## src/verilog/tkrMergePkg.sv

```systemverilog
/*
 * Shared types and constants for the tracker event merger.
 * Covers the chip word layouts, the frame field layouts and the merge FSM encoding.
 * Modules refer to these by scoped names.
 */
package tkrMergePkg;

    localparam int WordBits  = 12; // Chip words and all frame fields but the start string
    localparam int StartBits = 6;  // Start prefix plus board address
    localparam int MaxChips  = 15; // Chip index is 4 bits wide

    localparam logic [1:0] StartPrefix = 2'b10;

    // Event header word as it comes out of a front-end chip
    typedef struct packed {
        logic [1:0] spareHi;
        logic [1:0] tag;
        logic       chipErr;
        logic       spareMid;
        logic       overflow;
        logic       spareLo;
        logic [3:0] nClus;
    } chipHeader_t;

    // A chip presents its header first and then its cluster words on the same 12 bits
    typedef union packed {
        chipHeader_t                header;
        logic [WordBits-1:0]        cluster;
    } chipWord_t;

    typedef struct packed {
        logic [4:0] evtNum;
        logic [1:0] tag;
        logic       tagErr;
        logic [3:0] nChipsWithClus;
    } eventHeader_t;

    typedef struct packed {
        logic       overflow;
        logic       zeroHi;
        logic [3:0] nClus;
        logic       chipErr;
        logic       zeroLo;   // Parity bit position, always sent as 0
        logic [3:0] chip;
    } chipFrameHeader_t;

    typedef enum logic [1:0] {FieldStart, FieldEvent, FieldChip, FieldCluster} frameField_t;

    typedef enum logic [6:0] {
        IdleSt     = 7'b0000001,
        LatchSt    = 7'b0000010,
        StartSt    = 7'b0000100,
        EventHdrSt = 7'b0001000,
        ChipHdrSt  = 7'b0010000,
        ClusterSt  = 7'b0100000,
        SpaceSt    = 7'b1000000
    } mergeState_t;

endpackage

```

## src/verilog/mergeControl.sv

```systemverilog
/*
 * Frame FSM of the merger. Waits for all unmasked chips and a pending request,
 * then steps through start string, event header, chip headers and cluster words
 * with no gap between fields. Also pulls chip words with the strobe handshake.
 */
`timescale 1ns/10ps

module mergeControl #(
    parameter int NumChips = 12
) (
    input  logic                     Clock,
    input  logic                     reset,
    input  logic [NumChips-1:0]      Mask,
    input  logic [NumChips-1:0]      ChipReady,
    input  logic                     HavePending,
    input  logic                     NoMoreChips,
    input  logic [3:0]               NextChip,
    input  logic [3:0]               NClusCurrent,
    input  logic                     TagErr,
    output logic [NumChips-1:0]      Strobe,
    output logic                     LatchHeaders,
    output tkrMergePkg::frameField_t LoadField,
    output logic                     LoadEnable,
    output logic                     ShiftEnable,
    output logic [3:0]               CurrentChip,
    output logic                     AdvanceChip,
    output logic                     FrameDone,
    output logic                     ErrorOut
);

    localparam logic [3:0] StartLast = 4'(tkrMergePkg::StartBits - 1);
    localparam logic [3:0] WordLast  = 4'(tkrMergePkg::WordBits - 1);

    tkrMergePkg::mergeState_t state, nextState;
    logic [3:0]          bitCnt;   // Bit position inside the current field
    logic [3:0]          clusCnt;  // Cluster words loaded so far for the current chip
    logic                allReady, fieldEnd, moreClus;
    logic [NumChips-1:0] chipBit;

    assign allReady = &(ChipReady | ~Mask);  // Masked chips never hold up a frame
    assign fieldEnd = (state == tkrMergePkg::StartSt) ? (bitCnt == StartLast)
                                                      : (bitCnt == WordLast);
    assign moreClus = (clusCnt < NClusCurrent);
    assign chipBit  = NumChips'(1) << CurrentChip;

    assign LatchHeaders = (state == tkrMergePkg::LatchSt);
    assign ShiftEnable  = state inside {tkrMergePkg::StartSt, tkrMergePkg::EventHdrSt,
                                        tkrMergePkg::ChipHdrSt, tkrMergePkg::ClusterSt};
    assign FrameDone    = (state == tkrMergePkg::SpaceSt);
    assign ErrorOut     = TagErr && (state == tkrMergePkg::EventHdrSt) && (bitCnt == 4'd0);

    // Each field end loads the following field so the output never pauses
    always_comb begin
        nextState   = state;
        LoadEnable  = 1'b0;
        LoadField   = tkrMergePkg::FieldStart;
        AdvanceChip = 1'b0;
        case (state)
            tkrMergePkg::IdleSt: begin
                if (allReady && HavePending) nextState = tkrMergePkg::LatchSt;
            end
            tkrMergePkg::LatchSt: begin
                nextState  = tkrMergePkg::StartSt;
                LoadEnable = 1'b1;
            end
            tkrMergePkg::StartSt: begin
                if (fieldEnd) begin
                    nextState  = tkrMergePkg::EventHdrSt;
                    LoadEnable = 1'b1;
                    LoadField  = tkrMergePkg::FieldEvent;
                end
            end
            tkrMergePkg::ChipHdrSt: begin
                if (fieldEnd) begin
                    nextState  = tkrMergePkg::ClusterSt;
                    LoadEnable = 1'b1;
                    LoadField  = tkrMergePkg::FieldCluster;
                end
            end
            tkrMergePkg::EventHdrSt, tkrMergePkg::ClusterSt: begin
                if (fieldEnd) begin
                    if (state == tkrMergePkg::ClusterSt && moreClus) begin
                        LoadEnable = 1'b1;
                        LoadField  = tkrMergePkg::FieldCluster;
                    end else if (NoMoreChips) begin
                        nextState = tkrMergePkg::SpaceSt;
                    end else begin
                        nextState   = tkrMergePkg::ChipHdrSt;
                        LoadEnable  = 1'b1;
                        LoadField   = tkrMergePkg::FieldChip;
                        AdvanceChip = 1'b1;
                    end
                end
            end
            default: nextState = tkrMergePkg::IdleSt;  // Space lasts one cycle
        endcase
    end

    always_ff @(posedge Clock) begin
        if (reset) begin
            state       <= tkrMergePkg::IdleSt;
            bitCnt      <= '0;
            clusCnt     <= '0;
            CurrentChip <= '0;
            Strobe      <= '0;
        end else begin
            state  <= nextState;
            bitCnt <= (LoadEnable || !ShiftEnable) ? 4'd0 : bitCnt + 4'd1;
            Strobe <= '0;
            if (state == tkrMergePkg::IdleSt && nextState == tkrMergePkg::LatchSt) begin
                Strobe <= Mask;  // Step every unmasked chip past its header
            end
            if (LoadEnable && LoadField == tkrMergePkg::FieldCluster) begin
                Strobe  <= chipBit;  // Pull the next word of the chip just loaded
                clusCnt <= (state == tkrMergePkg::ChipHdrSt) ? 4'd1 : clusCnt + 4'd1;
            end
            if (AdvanceChip) CurrentChip <= NextChip;
        end
    end

    assert property (@(posedge Clock) disable iff (reset) $onehot(state));

    // A masked chip may have no source behind it, so it must never be pulled
    assert property (@(posedge Clock) disable iff (reset) (Strobe & ~Mask) == '0);

endmodule

```

## src/verilog/chipHeaderBank.sv

```systemverilog
/*
 * Holds the event headers of all chips for the frame being sent.
 * Checks tag agreement, counts chips with clusters and finds the next chip to read out.
 */
`timescale 1ns/10ps

module chipHeaderBank #(
    parameter int NumChips = 12
) (
    input  logic                                   Clock,
    input  logic                                   reset,
    input  logic [NumChips-1:0]                    Mask,
    input  tkrMergePkg::chipWord_t [NumChips-1:0]  ChipWords,
    input  logic                                   LatchHeaders,
    input  logic [3:0]                             CurrentChip,
    input  logic                                   AdvanceChip,
    output tkrMergePkg::eventHeader_t              HeaderOut,
    output tkrMergePkg::chipFrameHeader_t          ChipHeaderOut,
    output logic [3:0]                             NClusCurrent,
    output logic [3:0]                             NextChip,
    output logic                                   NoMoreChips,
    output logic                                   TagErr
);

    tkrMergePkg::chipHeader_t [NumChips-1:0] hdr;
    tkrMergePkg::chipHeader_t                nextHdr;
    logic [NumChips-1:0] live;     // Mask as it was when the headers were taken
    logic                atStart;  // No chip header sent yet, so chip 0 is eligible
    logic [1:0]          refTag;
    logic [3:0]          chipsWithClus;

    always_ff @(posedge Clock) begin
        if (LatchHeaders) begin
            for (int i = 0; i < NumChips; i++) hdr[i] <= ChipWords[i].header;
        end
    end

    always_ff @(posedge Clock) begin
        if (reset) begin
            live    <= '0;
            atStart <= 1'b0;
        end else if (LatchHeaders) begin
            live    <= Mask;
            atStart <= 1'b1;
        end else if (AdvanceChip) begin
            atStart <= 1'b0;
        end
    end

    always_comb begin
        refTag        = 2'b00;
        TagErr        = 1'b0;
        chipsWithClus = '0;
        NextChip      = '0;
        NoMoreChips   = 1'b1;
        // Walk downwards so the lowest matching chip wins
        for (int i = NumChips - 1; i >= 0; i--) begin
            if (live[i]) refTag = hdr[i].tag;
            if (live[i] && hdr[i].nClus != 0 && (atStart || i > CurrentChip)) begin
                NextChip    = 4'(i);
                NoMoreChips = 1'b0;
            end
        end
        for (int i = 0; i < NumChips; i++) begin
            if (live[i] && hdr[i].tag != refTag) TagErr = 1'b1;
            if (live[i] && hdr[i].nClus != 0) chipsWithClus = chipsWithClus + 4'd1;
        end
    end

    assign nextHdr      = hdr[NextChip];
    assign NClusCurrent = hdr[CurrentChip].nClus;

    assign HeaderOut = '{evtNum: 5'd0, tag: refTag, tagErr: TagErr,
                         nChipsWithClus: chipsWithClus};  // Event number is added downstream

    assign ChipHeaderOut = '{overflow: nextHdr.overflow, zeroHi: 1'b0, nClus: nextHdr.nClus,
                             chipErr: nextHdr.chipErr, zeroLo: 1'b0, chip: NextChip};

    // A chip found at the start of a frame must be counted in the event header
    assert property (@(posedge Clock) disable iff (reset)
        (atStart && !NoMoreChips) |-> (chipsWithClus != 0));

endmodule

```

## src/verilog/frameShifter.sv

```systemverilog
/*
 * Output shift register of the merger. Loads one frame field at a time and
 * shifts it out MSB first. Rests at 0 whenever no field is being sent.
 */
`timescale 1ns/10ps

module frameShifter #(
    parameter logic [3:0] BoardAddress = 4'h0
) (
    input  logic                          Clock,
    input  logic                          reset,
    input  logic                          LoadEnable,
    input  tkrMergePkg::frameField_t      LoadField,
    input  logic                          ShiftEnable,
    input  tkrMergePkg::eventHeader_t     HeaderOut,
    input  logic [4:0]                    EvtNum,
    input  tkrMergePkg::chipFrameHeader_t ChipHeaderOut,
    input  tkrMergePkg::chipWord_t        ClusterWord,
    output logic                          MergeDataOut
);

    localparam int PadBits = tkrMergePkg::WordBits - tkrMergePkg::StartBits;

    logic [tkrMergePkg::WordBits-1:0] shiftReg, fieldWord;
    tkrMergePkg::eventHeader_t        eventWord;

    always_comb begin
        eventWord        = HeaderOut;
        eventWord.evtNum = EvtNum;
        case (LoadField)
            tkrMergePkg::FieldStart: begin
                fieldWord = {tkrMergePkg::StartPrefix, BoardAddress, {PadBits{1'b0}}};
            end
            tkrMergePkg::FieldEvent: fieldWord = eventWord;
            tkrMergePkg::FieldChip:  fieldWord = ChipHeaderOut;
            default:                 fieldWord = ClusterWord.cluster;  // Raw cluster view
        endcase
    end

    always_ff @(posedge Clock) begin
        if (reset) begin
            shiftReg <= '0;
        end else if (LoadEnable) begin
            shiftReg <= fieldWord;
        end else if (ShiftEnable) begin
            shiftReg <= {shiftReg[tkrMergePkg::WordBits-2:0], 1'b0};
        end else begin
            shiftReg <= '0;  // Keeps the line low between frames
        end
    end

    assign MergeDataOut = shiftReg[tkrMergePkg::WordBits-1];

endmodule

```

## src/verilog/eventBookkeeping.sv

```systemverilog
/*
 * Event counters of the merger. Tracks send requests not yet served,
 * the 5-bit event number that follows the chip tag, and the frame count.
 */
`timescale 1ns/10ps

module eventBookkeeping (
    input  logic        Clock,
    input  logic        reset,
    input  logic        SendEvt,
    input  logic        FrameDone,
    input  logic        TagIsLast,
    output logic        HavePending,
    output logic [4:0]  EvtNum,
    output logic [15:0] Nevent
);

    logic [3:0] pending;  // Requests received but not yet sent

    always_ff @(posedge Clock) begin
        if (reset) begin
            pending <= '0;
            EvtNum  <= '0;
            Nevent  <= '0;
        end else begin
            if (SendEvt && !FrameDone) begin
                pending <= pending + 4'd1;
            end else if (FrameDone && !SendEvt) begin
                pending <= pending - 4'd1;
            end
            if (FrameDone) begin
                Nevent <= Nevent + 16'd1;
                if (TagIsLast) EvtNum <= EvtNum + 5'd1;  // Tag wraps after 3, so a new group starts
            end
        end
    end

    assign HavePending = (pending != 4'd0);

    // The FSM only finishes a frame it started on a pending request
    assert property (@(posedge Clock) disable iff (reset)
        !(pending == 4'd0 && FrameDone && !SendEvt));

    assert property (@(posedge Clock) disable iff (reset)
        !(pending == 4'hF && SendEvt && !FrameDone));

endmodule

```

## src/verilog/TkrDataMerge.sv

```systemverilog
/*
 * Merges the readout of up to fifteen tracker front-end chips into one serial frame per event.
 * The frame FSM drives a header bank, a field shift register and the event counters.
 * NumChips and BoardAddress are set here and passed down.
 */
`timescale 1ns/10ps

module TkrDataMerge #(
    parameter int         NumChips     = 12,
    parameter logic [3:0] BoardAddress = 4'h5
) (
    input  logic                                     Clock,
    input  logic                                     reset,
    input  logic                                     SendEvt,
    input  logic [NumChips-1:0]                      Mask,
    input  logic [NumChips-1:0]                      ChipReady,
    input  tkrMergePkg::chipWord_t [NumChips-1:0]    ChipWords,
    output logic [NumChips-1:0]                      Strobe,
    output logic                                     MergeDataOut,
    output logic                                     ErrorOut,
    output logic [15:0]                              Nevent
);

    tkrMergePkg::frameField_t      LoadField;
    tkrMergePkg::eventHeader_t     HeaderOut;
    tkrMergePkg::chipFrameHeader_t ChipHeaderOut;
    tkrMergePkg::chipWord_t        ClusterWord;
    logic       LoadEnable, ShiftEnable, LatchHeaders, AdvanceChip, FrameDone;
    logic       NoMoreChips, TagErr, HavePending, TagIsLast;
    logic [3:0] CurrentChip, NextChip, NClusCurrent;
    logic [4:0] EvtNum;

    if (NumChips > tkrMergePkg::MaxChips) begin : gChipCheck
        $error("NumChips does not fit the 4-bit chip index");
    end

    assign ClusterWord = ChipWords[CurrentChip];   // Only the chip being read out feeds the shifter
    assign TagIsLast   = (HeaderOut.tag == 2'b11);

    mergeControl #(.NumChips(NumChips)) control (
        .Clock, .reset, .Mask, .ChipReady, .HavePending, .NoMoreChips, .NextChip,
        .NClusCurrent, .TagErr, .Strobe, .LatchHeaders, .LoadField, .LoadEnable,
        .ShiftEnable, .CurrentChip, .AdvanceChip, .FrameDone, .ErrorOut
    );

    chipHeaderBank #(.NumChips(NumChips)) headers (
        .Clock, .reset, .Mask, .ChipWords, .LatchHeaders, .CurrentChip, .AdvanceChip,
        .HeaderOut, .ChipHeaderOut, .NClusCurrent, .NextChip, .NoMoreChips, .TagErr
    );

    frameShifter #(.BoardAddress(BoardAddress)) shifter (
        .Clock, .reset, .LoadEnable, .LoadField, .ShiftEnable, .HeaderOut, .EvtNum,
        .ChipHeaderOut, .ClusterWord, .MergeDataOut
    );

    eventBookkeeping bookkeeping (
        .Clock, .reset, .SendEvt, .FrameDone, .TagIsLast, .HavePending, .EvtNum, .Nevent
    );

endmodule

```

## config.mk

```make
export PLATFORM = sky130hd
export DESIGN_NAME = TkrDataMerge
export DESIGN_NICKNAME = d
export VERILOG_FILES = /design/src/verilog/tkrMergePkg.sv /design/src/verilog/mergeControl.sv /design/src/verilog/chipHeaderBank.sv /design/src/verilog/frameShifter.sv /design/src/verilog/eventBookkeeping.sv /design/src/verilog/TkrDataMerge.sv
export SDC_FILE = /design/constraint.sdc
export NUM_CORES = 1
export LEC_CHECK = 0
export BUFFER_PORTS_ARGS = -buffer_cell sky130_fd_sc_hd__buf_4
export CORE_MARGIN = 2
export CORE_UTILIZATION = 57
export CTS_CLUSTER_DIAMETER = 50
export CTS_CLUSTER_SIZE = 14
export DETAILED_ROUTE_END_ITERATION = 8
export GPL_ROUTABILITY_DRIVEN = 1
export GPL_TIMING_DRIVEN = 1
export PLACE_DENSITY = 0.81
export SYNTH_ARGS = -nofsm -noshare
export SYNTH_HDL_FRONTEND = slang
export SYNTH_SLANG_ARGS = --single-unit
```

## constraint.sdc

```tcl
create_clock -name Clock -period 8 [get_ports Clock]
set_input_delay 0.8 -clock Clock [delete_from_list [all_inputs] [get_ports Clock]]
set_output_delay 0.8 -clock Clock [all_outputs]
set_load 0.1 [all_outputs]
```

=== Yosys cells after proc, flatten, opt, wreduce, memory -nomap -nowiden ===
Cells that the tools add are included.

* Equality and inequality tests: 26
* Reductions and logical operators: 82
* Bitwise logic cells: 2
* Multiplexer cells: 98
* $add $sub $neg: 17
* Shift operators: 1
* Order comparisons: 14

{| class="wikitable"
|+ Operator list
! kind !! count
|-
| binary-select mux 12 bit (select 4 bit) || 3
|-
| 2-to-1 mux 4 bit || 27
|-
| 2-to-1 mux 12 bit || 5
|-
| nonzero test 4 bit || 14
|-
| adder 4 x 1 -> 4 bit, second input constant || 13
|-
| logical AND 1 bit || 44
|-
| 2-to-1 mux 7 bit || 6
|-
| 2-to-1 mux 1 bit || 36
|-
| case mux 12 bit (3 select lines) || 1
|-
| case mux 7 bit (5 select lines) || 1
|-
| 2-to-1 mux 2 bit || 16
|-
| inequality test 2 bit || 12
|-
| adder 16 x 1 -> 16 bit, second input constant || 1
|-
| > comparator 3 x 4 -> 1 bit, first input constant || 4
|-
| > comparator 4 bit, first input constant || 4
|-
| == test 7 x 2 -> 1 bit, second input constant || 2
|-
| logical OR 1 bit || 12
|-
| inverter 12 bit || 1
|-
| bitwise OR 12 bit || 1
|-
| AND reduction 12 bit || 1
|-
| left shift 1 x 4 -> 12 bit, first input constant || 1
|-
| less-than comparator 4 x 5 -> 1 bit, second input constant || 2
|-
| > comparator 2 x 4 -> 1 bit, first input constant || 2
|-
| 2-to-1 mux 8 bit || 1
|-
| 23 further kinds || 30
|}

* Bits in registers: 225
* Word-level logic and storage cells: 335

=== Longest topological paths before layout ===
* Depth in word-level cells: 28
* Mapped depth: 34
* Depth with buffers taken out: 32

=== Hierarchy ===
From an unflattened synthesis, not the netlist that was laid out.

* Cells, all modules: 1,127
* Area total of the unflattened synthesis: 11,521.0 um2

{| class="wikitable"
|+ By module, submodules not included
! module !! instances !! cells an instance !! area each (um2)
|-
| chipHeaderBank || 1 || 610 || 6,710.2
|-
| mergeControl || 1 || 201 || 1,719.1
|-
| eventBookkeeping || 1 || 135 || 1,217.4
|-
| TkrDataMerge || 1 || 113 || 1,213.7
|-
| frameShifter || 1 || 68 || 660.6
|}

=== Worst setup path after synthesis ===
No wires, ideal clock.

* Kind: flip-flop to flip-flop
* From: register, netlist name headers.hdr[12]
* To: register shifter.shiftReg[2] (netlist bit)
* Arrival: 6.319 ns
* Cell stages (with the launch flop): 34
* Clock period less this slack: 6.406 ns
* Buffers on the path: 1
* Path slack: 1.594 ns
* Cell sequence: edfxtp_1 -> o41ai_2 -> inv_1 -> ha_1 -> buf_12 -> xnor2_4 -> inv_1 -> ha_1 -> xnor2_1 -> mux2i_1 -> xnor2_1 -> mux2i_1 -> ha_1 -> xnor2_1 -> o22ai_1 -> or3_1 -> and3_1 -> ha_1 -> xnor2_1 -> a2bb2oi_1 -> o21ai_1 -> xnor2_1 -> nor2_1 -> a21oi_1 -> ha_1 -> xnor2_1 -> a2bb2oi_2 -> a2bb2oi_2 -> ha_1 -> inv_1 -> nor2_1 -> xor2_1 -> xnor2_1 -> o31ai_1

* Word-level cells in the longest chain between the ends: 25
* Elaborated cells between the ends (all ways): 45
* Those cells by class: 10 x add/sub; 1 x order compare; 2 x eq/ne; 27 x mux; 5 x reduce/logical

{| class="wikitable"
|+ RTL lines
! element !! RTL line !! RTL
|-
| nonzero test 4 bit || chipHeaderBank.sv:59, chipHeaderBank.sv:66 ||
|-
| logical AND 1 bit || chipHeaderBank.sv:59, chipHeaderBank.sv:66 ||
|-
| 2-to-1 mux 4 bit || chipHeaderBank.sv:66 || <nowiki>if (live[i] && hdr[i].nClus != 0) chipsWithClus = chipsWithClus + 4'd1;</nowiki>
|-
| adder 4 x 1 -> 4 bit || chipHeaderBank.sv:66 ||
|-
| 2-to-1 mux 4 bit || chipHeaderBank.sv:66 ||
|-
| adder 4 x 1 -> 4 bit || chipHeaderBank.sv:66 ||
|-
| 2-to-1 mux 4 bit || chipHeaderBank.sv:66 ||
|-
| adder 4 x 1 -> 4 bit || chipHeaderBank.sv:66 ||
|-
| [... 9 more ...] || - ||
|-
| adder 4 x 1 -> 4 bit || chipHeaderBank.sv:66 ||
|-
| 2-to-1 mux 4 bit || chipHeaderBank.sv:66 ||
|-
| adder 4 x 1 -> 4 bit || chipHeaderBank.sv:66 ||
|-
| 2-to-1 mux 4 bit || chipHeaderBank.sv:66 ||
|-
| adder 4 x 1 -> 4 bit || chipHeaderBank.sv:66 ||
|-
| 2-to-1 mux 4 bit || chipHeaderBank.sv:66 ||
|-
| case mux 12 bit (3 select lines) || frameShifter.sv:30 || <nowiki>case (LoadField)</nowiki>
|-
| 2-to-1 mux 12 bit * || frameShifter.sv:43 || <nowiki>end else if (LoadEnable) begin</nowiki>
|-
| end signal, assigned || frameShifter.sv:44 || <nowiki>shiftReg <= fieldWord;</nowiki>
|-
| end signal, assigned || frameShifter.sv:46 || <nowiki>shiftReg <= {shiftReg[tkrMergePkg::WordBits-2:0], 1'b0};</nowiki>
|-
| end, declared || frameShifter.sv:24 || <nowiki>logic [tkrMergePkg::WordBits-1:0] shiftReg, fieldWord;</nowiki>
|}

Every way passes the cells marked *; elsewhere a longest branch is shown, timed or not. The select of a mux whose other input is x is not followed.
A chain may end at the register's enable or synchronous reset.

=== Worst setup path after layout ===
* From: register, netlist name headers.hdr[12]
* To: register shifter.shiftReg[2] (netlist bit)

* Word-level cells in the longest chain between the ends: 25
* Elaborated cells between the ends (all ways): 45
* Those cells by class: 10 x add/sub; 1 x order compare; 2 x eq/ne; 27 x mux; 5 x reduce/logical

{| class="wikitable"
|+ RTL lines
! element !! RTL line
|-
| nonzero test 4 bit || chipHeaderBank.sv:59, chipHeaderBank.sv:66
|-
| logical AND 1 bit || chipHeaderBank.sv:59, chipHeaderBank.sv:66
|-
| 2-to-1 mux 4 bit || chipHeaderBank.sv:66
|-
| adder 4 x 1 -> 4 bit || chipHeaderBank.sv:66
|-
| 2-to-1 mux 4 bit || chipHeaderBank.sv:66
|-
| adder 4 x 1 -> 4 bit || chipHeaderBank.sv:66
|-
| 2-to-1 mux 4 bit || chipHeaderBank.sv:66
|-
| adder 4 x 1 -> 4 bit || chipHeaderBank.sv:66
|-
| [... 9 more ...] || -
|-
| adder 4 x 1 -> 4 bit || chipHeaderBank.sv:66
|-
| 2-to-1 mux 4 bit || chipHeaderBank.sv:66
|-
| adder 4 x 1 -> 4 bit || chipHeaderBank.sv:66
|-
| 2-to-1 mux 4 bit || chipHeaderBank.sv:66
|-
| adder 4 x 1 -> 4 bit || chipHeaderBank.sv:66
|-
| 2-to-1 mux 4 bit || chipHeaderBank.sv:66
|-
| case mux 12 bit (3 select lines) || frameShifter.sv:30
|-
| 2-to-1 mux 12 bit * || frameShifter.sv:43
|}

Marked as above.

==> impl_metrics.csv <==
group,metric,value,unit
timing,fmax,134.8,MHz
synth,synth_cells,1070,
timing,finalHoldViolCount,0,
setup_path,rr_endpoint,"shifter.shiftReg[2]",
setup_path,startpoint_type,"flip-flop",
global_routing,grt_pass1_wl,51.55,mm
setup_path,path_buf_inv,3,
synth,synth-warning-count,0,
clock_network,cts.sinks,177,
clock_network,post_cts_buffers,0,
synth,synth_top_cell_area_share,0.2593,
worst_hold_path,hold_depth,2,
synth,synth_most_common_cell,"nand2_1",
clock_network,cts_max_level,4,
synth,synth_nets,1265,
setup_path,cpMostUsedCell,"xnor2_1",
timing,finalCritPeriodShare,0.9275,
drt,wl_met3,3.235,mm
synth,ys_types,85,
synth,synth.area.top_cells,"edfxtp_1, dfxtp_1, mux4_2, mux2i_1, nand2_1",
run_status,outcome,"finished, final reports clean",
power,power.density,148.7,nW/um2
synth,synthArstFlopShare,0,
drt,wl_per_cell,22.18,um
placement,place_area,12680,um2
setup_path,cp.required,8300,ps
setup_path,max_stage_delay,710,ps
layout,num_antenna_cells,0,
floorplan,die_h,143.7,um
flow_run,maxCapViolations,0,
power,p_leak,4.932,nW
synth,synth_top_cell_by_area,"edfxtp_1",
worst_hold_path,worstHoldStart,"shifter.shiftReg[10]",
timing,relSlewSlack,0.1469,
drt,wl_met2,16.01,mm
floorplan,io_pins,201,
floorplan,die-area,20640,um2
clock_network,cts-root-buf,"clkbuf_16",
global_routing,grt_pass1_vias,9369,
global_routing,antenna_found_initial,0,
setup_path,r2r_setup_slack,580,ps
setup_path,path_depth,32,
synth,synth_seq_cells,177,
setup_path,worst_setup_path_end_kind,"flip-flop",
setup_path,crit_family,"adder cells",
power,max-vdd-ir-drop,0.1467,mV
layout,finalNetCount,1431,
timing,setup_viol,0,
drt,num_vias,9786,
setup_path,reg2reg_depth,32,
timing,fin_worst_skew,12.58,ps
clock_network,clk_path_buf_depth,2,
power,power,0.001978,W
global_routing,track_usage,0.3292,
layout,fillers,1488,
drt,vias_per_cell,6.464,
floorplan,dieWidth,143.7,um
clock_network,holdBufCountCts,0,
drt,drt_iter0_markers,1254,
timing,worstMarginPinSlew,1263,ps
worst_hold_path,hold_class,"flip-flop to flip-flop",
setup_path,reg2reg_from,"headers.hdr[12]",
placement,portBuffers,200,
synth,postSynthAreaPerCell,10.39,um2
clock_network,numCtsBuffers,17,
worst_hold_path,min_to,"shifter.shiftReg[11]",
setup_path,arrival,7720,ps
drt,routed_wl,33.58,mm
clock_network,postCtsResizedCells,0,
timing,setup_tns,0,ps
drt,first_pass_iters,6,
setup_path,cp_max_fo,7,
setup_path,crit_type,"flip-flop to flip-flop",
drt,route.detailed.drc,0,
drt,ant_nets,0,
clock_network,insertion_delay,440,ps
floorplan,initial_core_util,0.5769,
layout,syn_to_final_growth,19.69,%
timing,rsz0062_at_grt,"no",
global_routing,grt_max_degree,76,
drt,wl_met1,13.00,mm
placement,gp_congestion,0.9494,
synth,netlist_area,11120,um2
clock_network,cts_tree,"built",
floorplan,core,19270,um2
placement,place_hpwl,24.62,mm
clock_network,clk_pin_slew,70,ps
synth,synth_commonest_cells,"nand2_1, edfxtp_1, nor2_1, dfxtp_1, a21oi_1",
layout,drive_above_1_share,0.2634,
timing,layout_min_cycle_time,7420,ps
synth,synth.yosys.seq_area_share,0.4052,
floorplan,rows,51,
drt,dr.max_layer_used,"met4",
synth,synth-edff-count,96,
layout,post-route-util,0.6904,
setup_path,slowest_stage,"o41ai_2",
timing,drv_slew,0,
layout,stdcell_area,13310,um2
global_routing,grt-ovfl-total,0,
synth,synthFlopType,"edfxtp_1",
[kinds of logic after synthesis]
kind of cell,share of synthesized area
AND/OR/NAND/NOR,0.1412
AO/OA/AOI/OAI,0.1783
flip-flops,0.4052
buffers and inverters,0.04727
multiplexers,0.1467
XOR/XNOR,0.05369
adder cells (fa/ha/maj),0.02769
[registers in the layout, summed over array words and instances, names as in the netlist]
register / cells
bookkeeping.EvtNum: 5
bookkeeping.Nevent: 16
bookkeeping.pending: 4
control.CurrentChip: 4
control.Strobe: 12
control.bitCnt: 4
control.clusCnt: 4
control.state: 7
headers.atStart: 1
headers.hdr: 96
headers.live: 12
shifter.shiftReg: 12
[stage by stage]
step | hold slack, ps | instances | setup slack [ps]
2_1_floorplan | 407.4 | 1070 | 1594
3_3_place_gp | 432.2 | 1482 | 1083
3_5_place_dp | 435.3 | 1482 | 763.7
4_1_cts | 449.1 | 1514 | 704.0
5_1_grt | 475.6 | 1514 | 139.3
6_report | 446.5 | 1514 | 580.3
[cell usage in the layout, fill, tap and decap left out, types with 32 or more instances in the layout]
master      n
edfxtp_1   96
o21ai_0    34
a21oi_1    68
inv_1      38
mux2i_1    50
xnor2_1    32
mux4_2     47
dfxtp_1    79
nand2_1   115
nor2_1     90
buf_4     211
[worst register-to-register path: cells and delay by family, from the launching register on]
family                   cells  cell delay [ps]
multiplexers                 2              300
flip-flops                   1              440
AO/OA/AOI/OAI                8             1580
AND/OR/NAND/NOR              4              880
adder cells (fa/ha/maj)      6             2040
XOR/XNOR                     9             1770
buffers and inverters        3              300
[cell type report]
type / count / area [um2] / area share
clock buffers: 19 / 475.5 / 0.03573
clock inverters: 13 / 150.1 / 0.01128
inverters: 42 / 160.2 / 0.01204
multi-input cells: 787 / 6095 / 0.4581
flip-flops and latches: 177 / 4509 / 0.3389
well taps: 265 / 331.6 / 0.02492
repair buffers: 211 / 1584 / 0.1191
[per-layer routing]
metal,global-route usage,up-vias
met5,0,-
met4,0.1378,0
met3,0.05365,100
met2,0.5341,641
met1,0.4410,4659
li1,-,4386
[power by group]
group / internal, W / switching, W / total (W)
Combinational: 0.0000778 / 0.0000542 / 0.000132
Clock: 0.000460 / 0.000425 / 0.000885
Sequential: 0.000958 / 0.00000344 / 0.000962
Total: 0.00150 / 0.000483 / 0.00198
[worst max path at each step]
stage,from,to
after floorplan,headers.hdr[12],shifter.shiftReg[2]
after global placement,headers.hdr[12],shifter.shiftReg[2]
after detailed placement,headers.hdr[12],shifter.shiftReg[2]
after CTS,headers.hdr[12],shifter.shiftReg[2]
after global routing,headers.hdr[12],shifter.shiftReg[2]
final,headers.hdr[12],shifter.shiftReg[2]
Note: power is estimated with default switching activity, not from simulation.
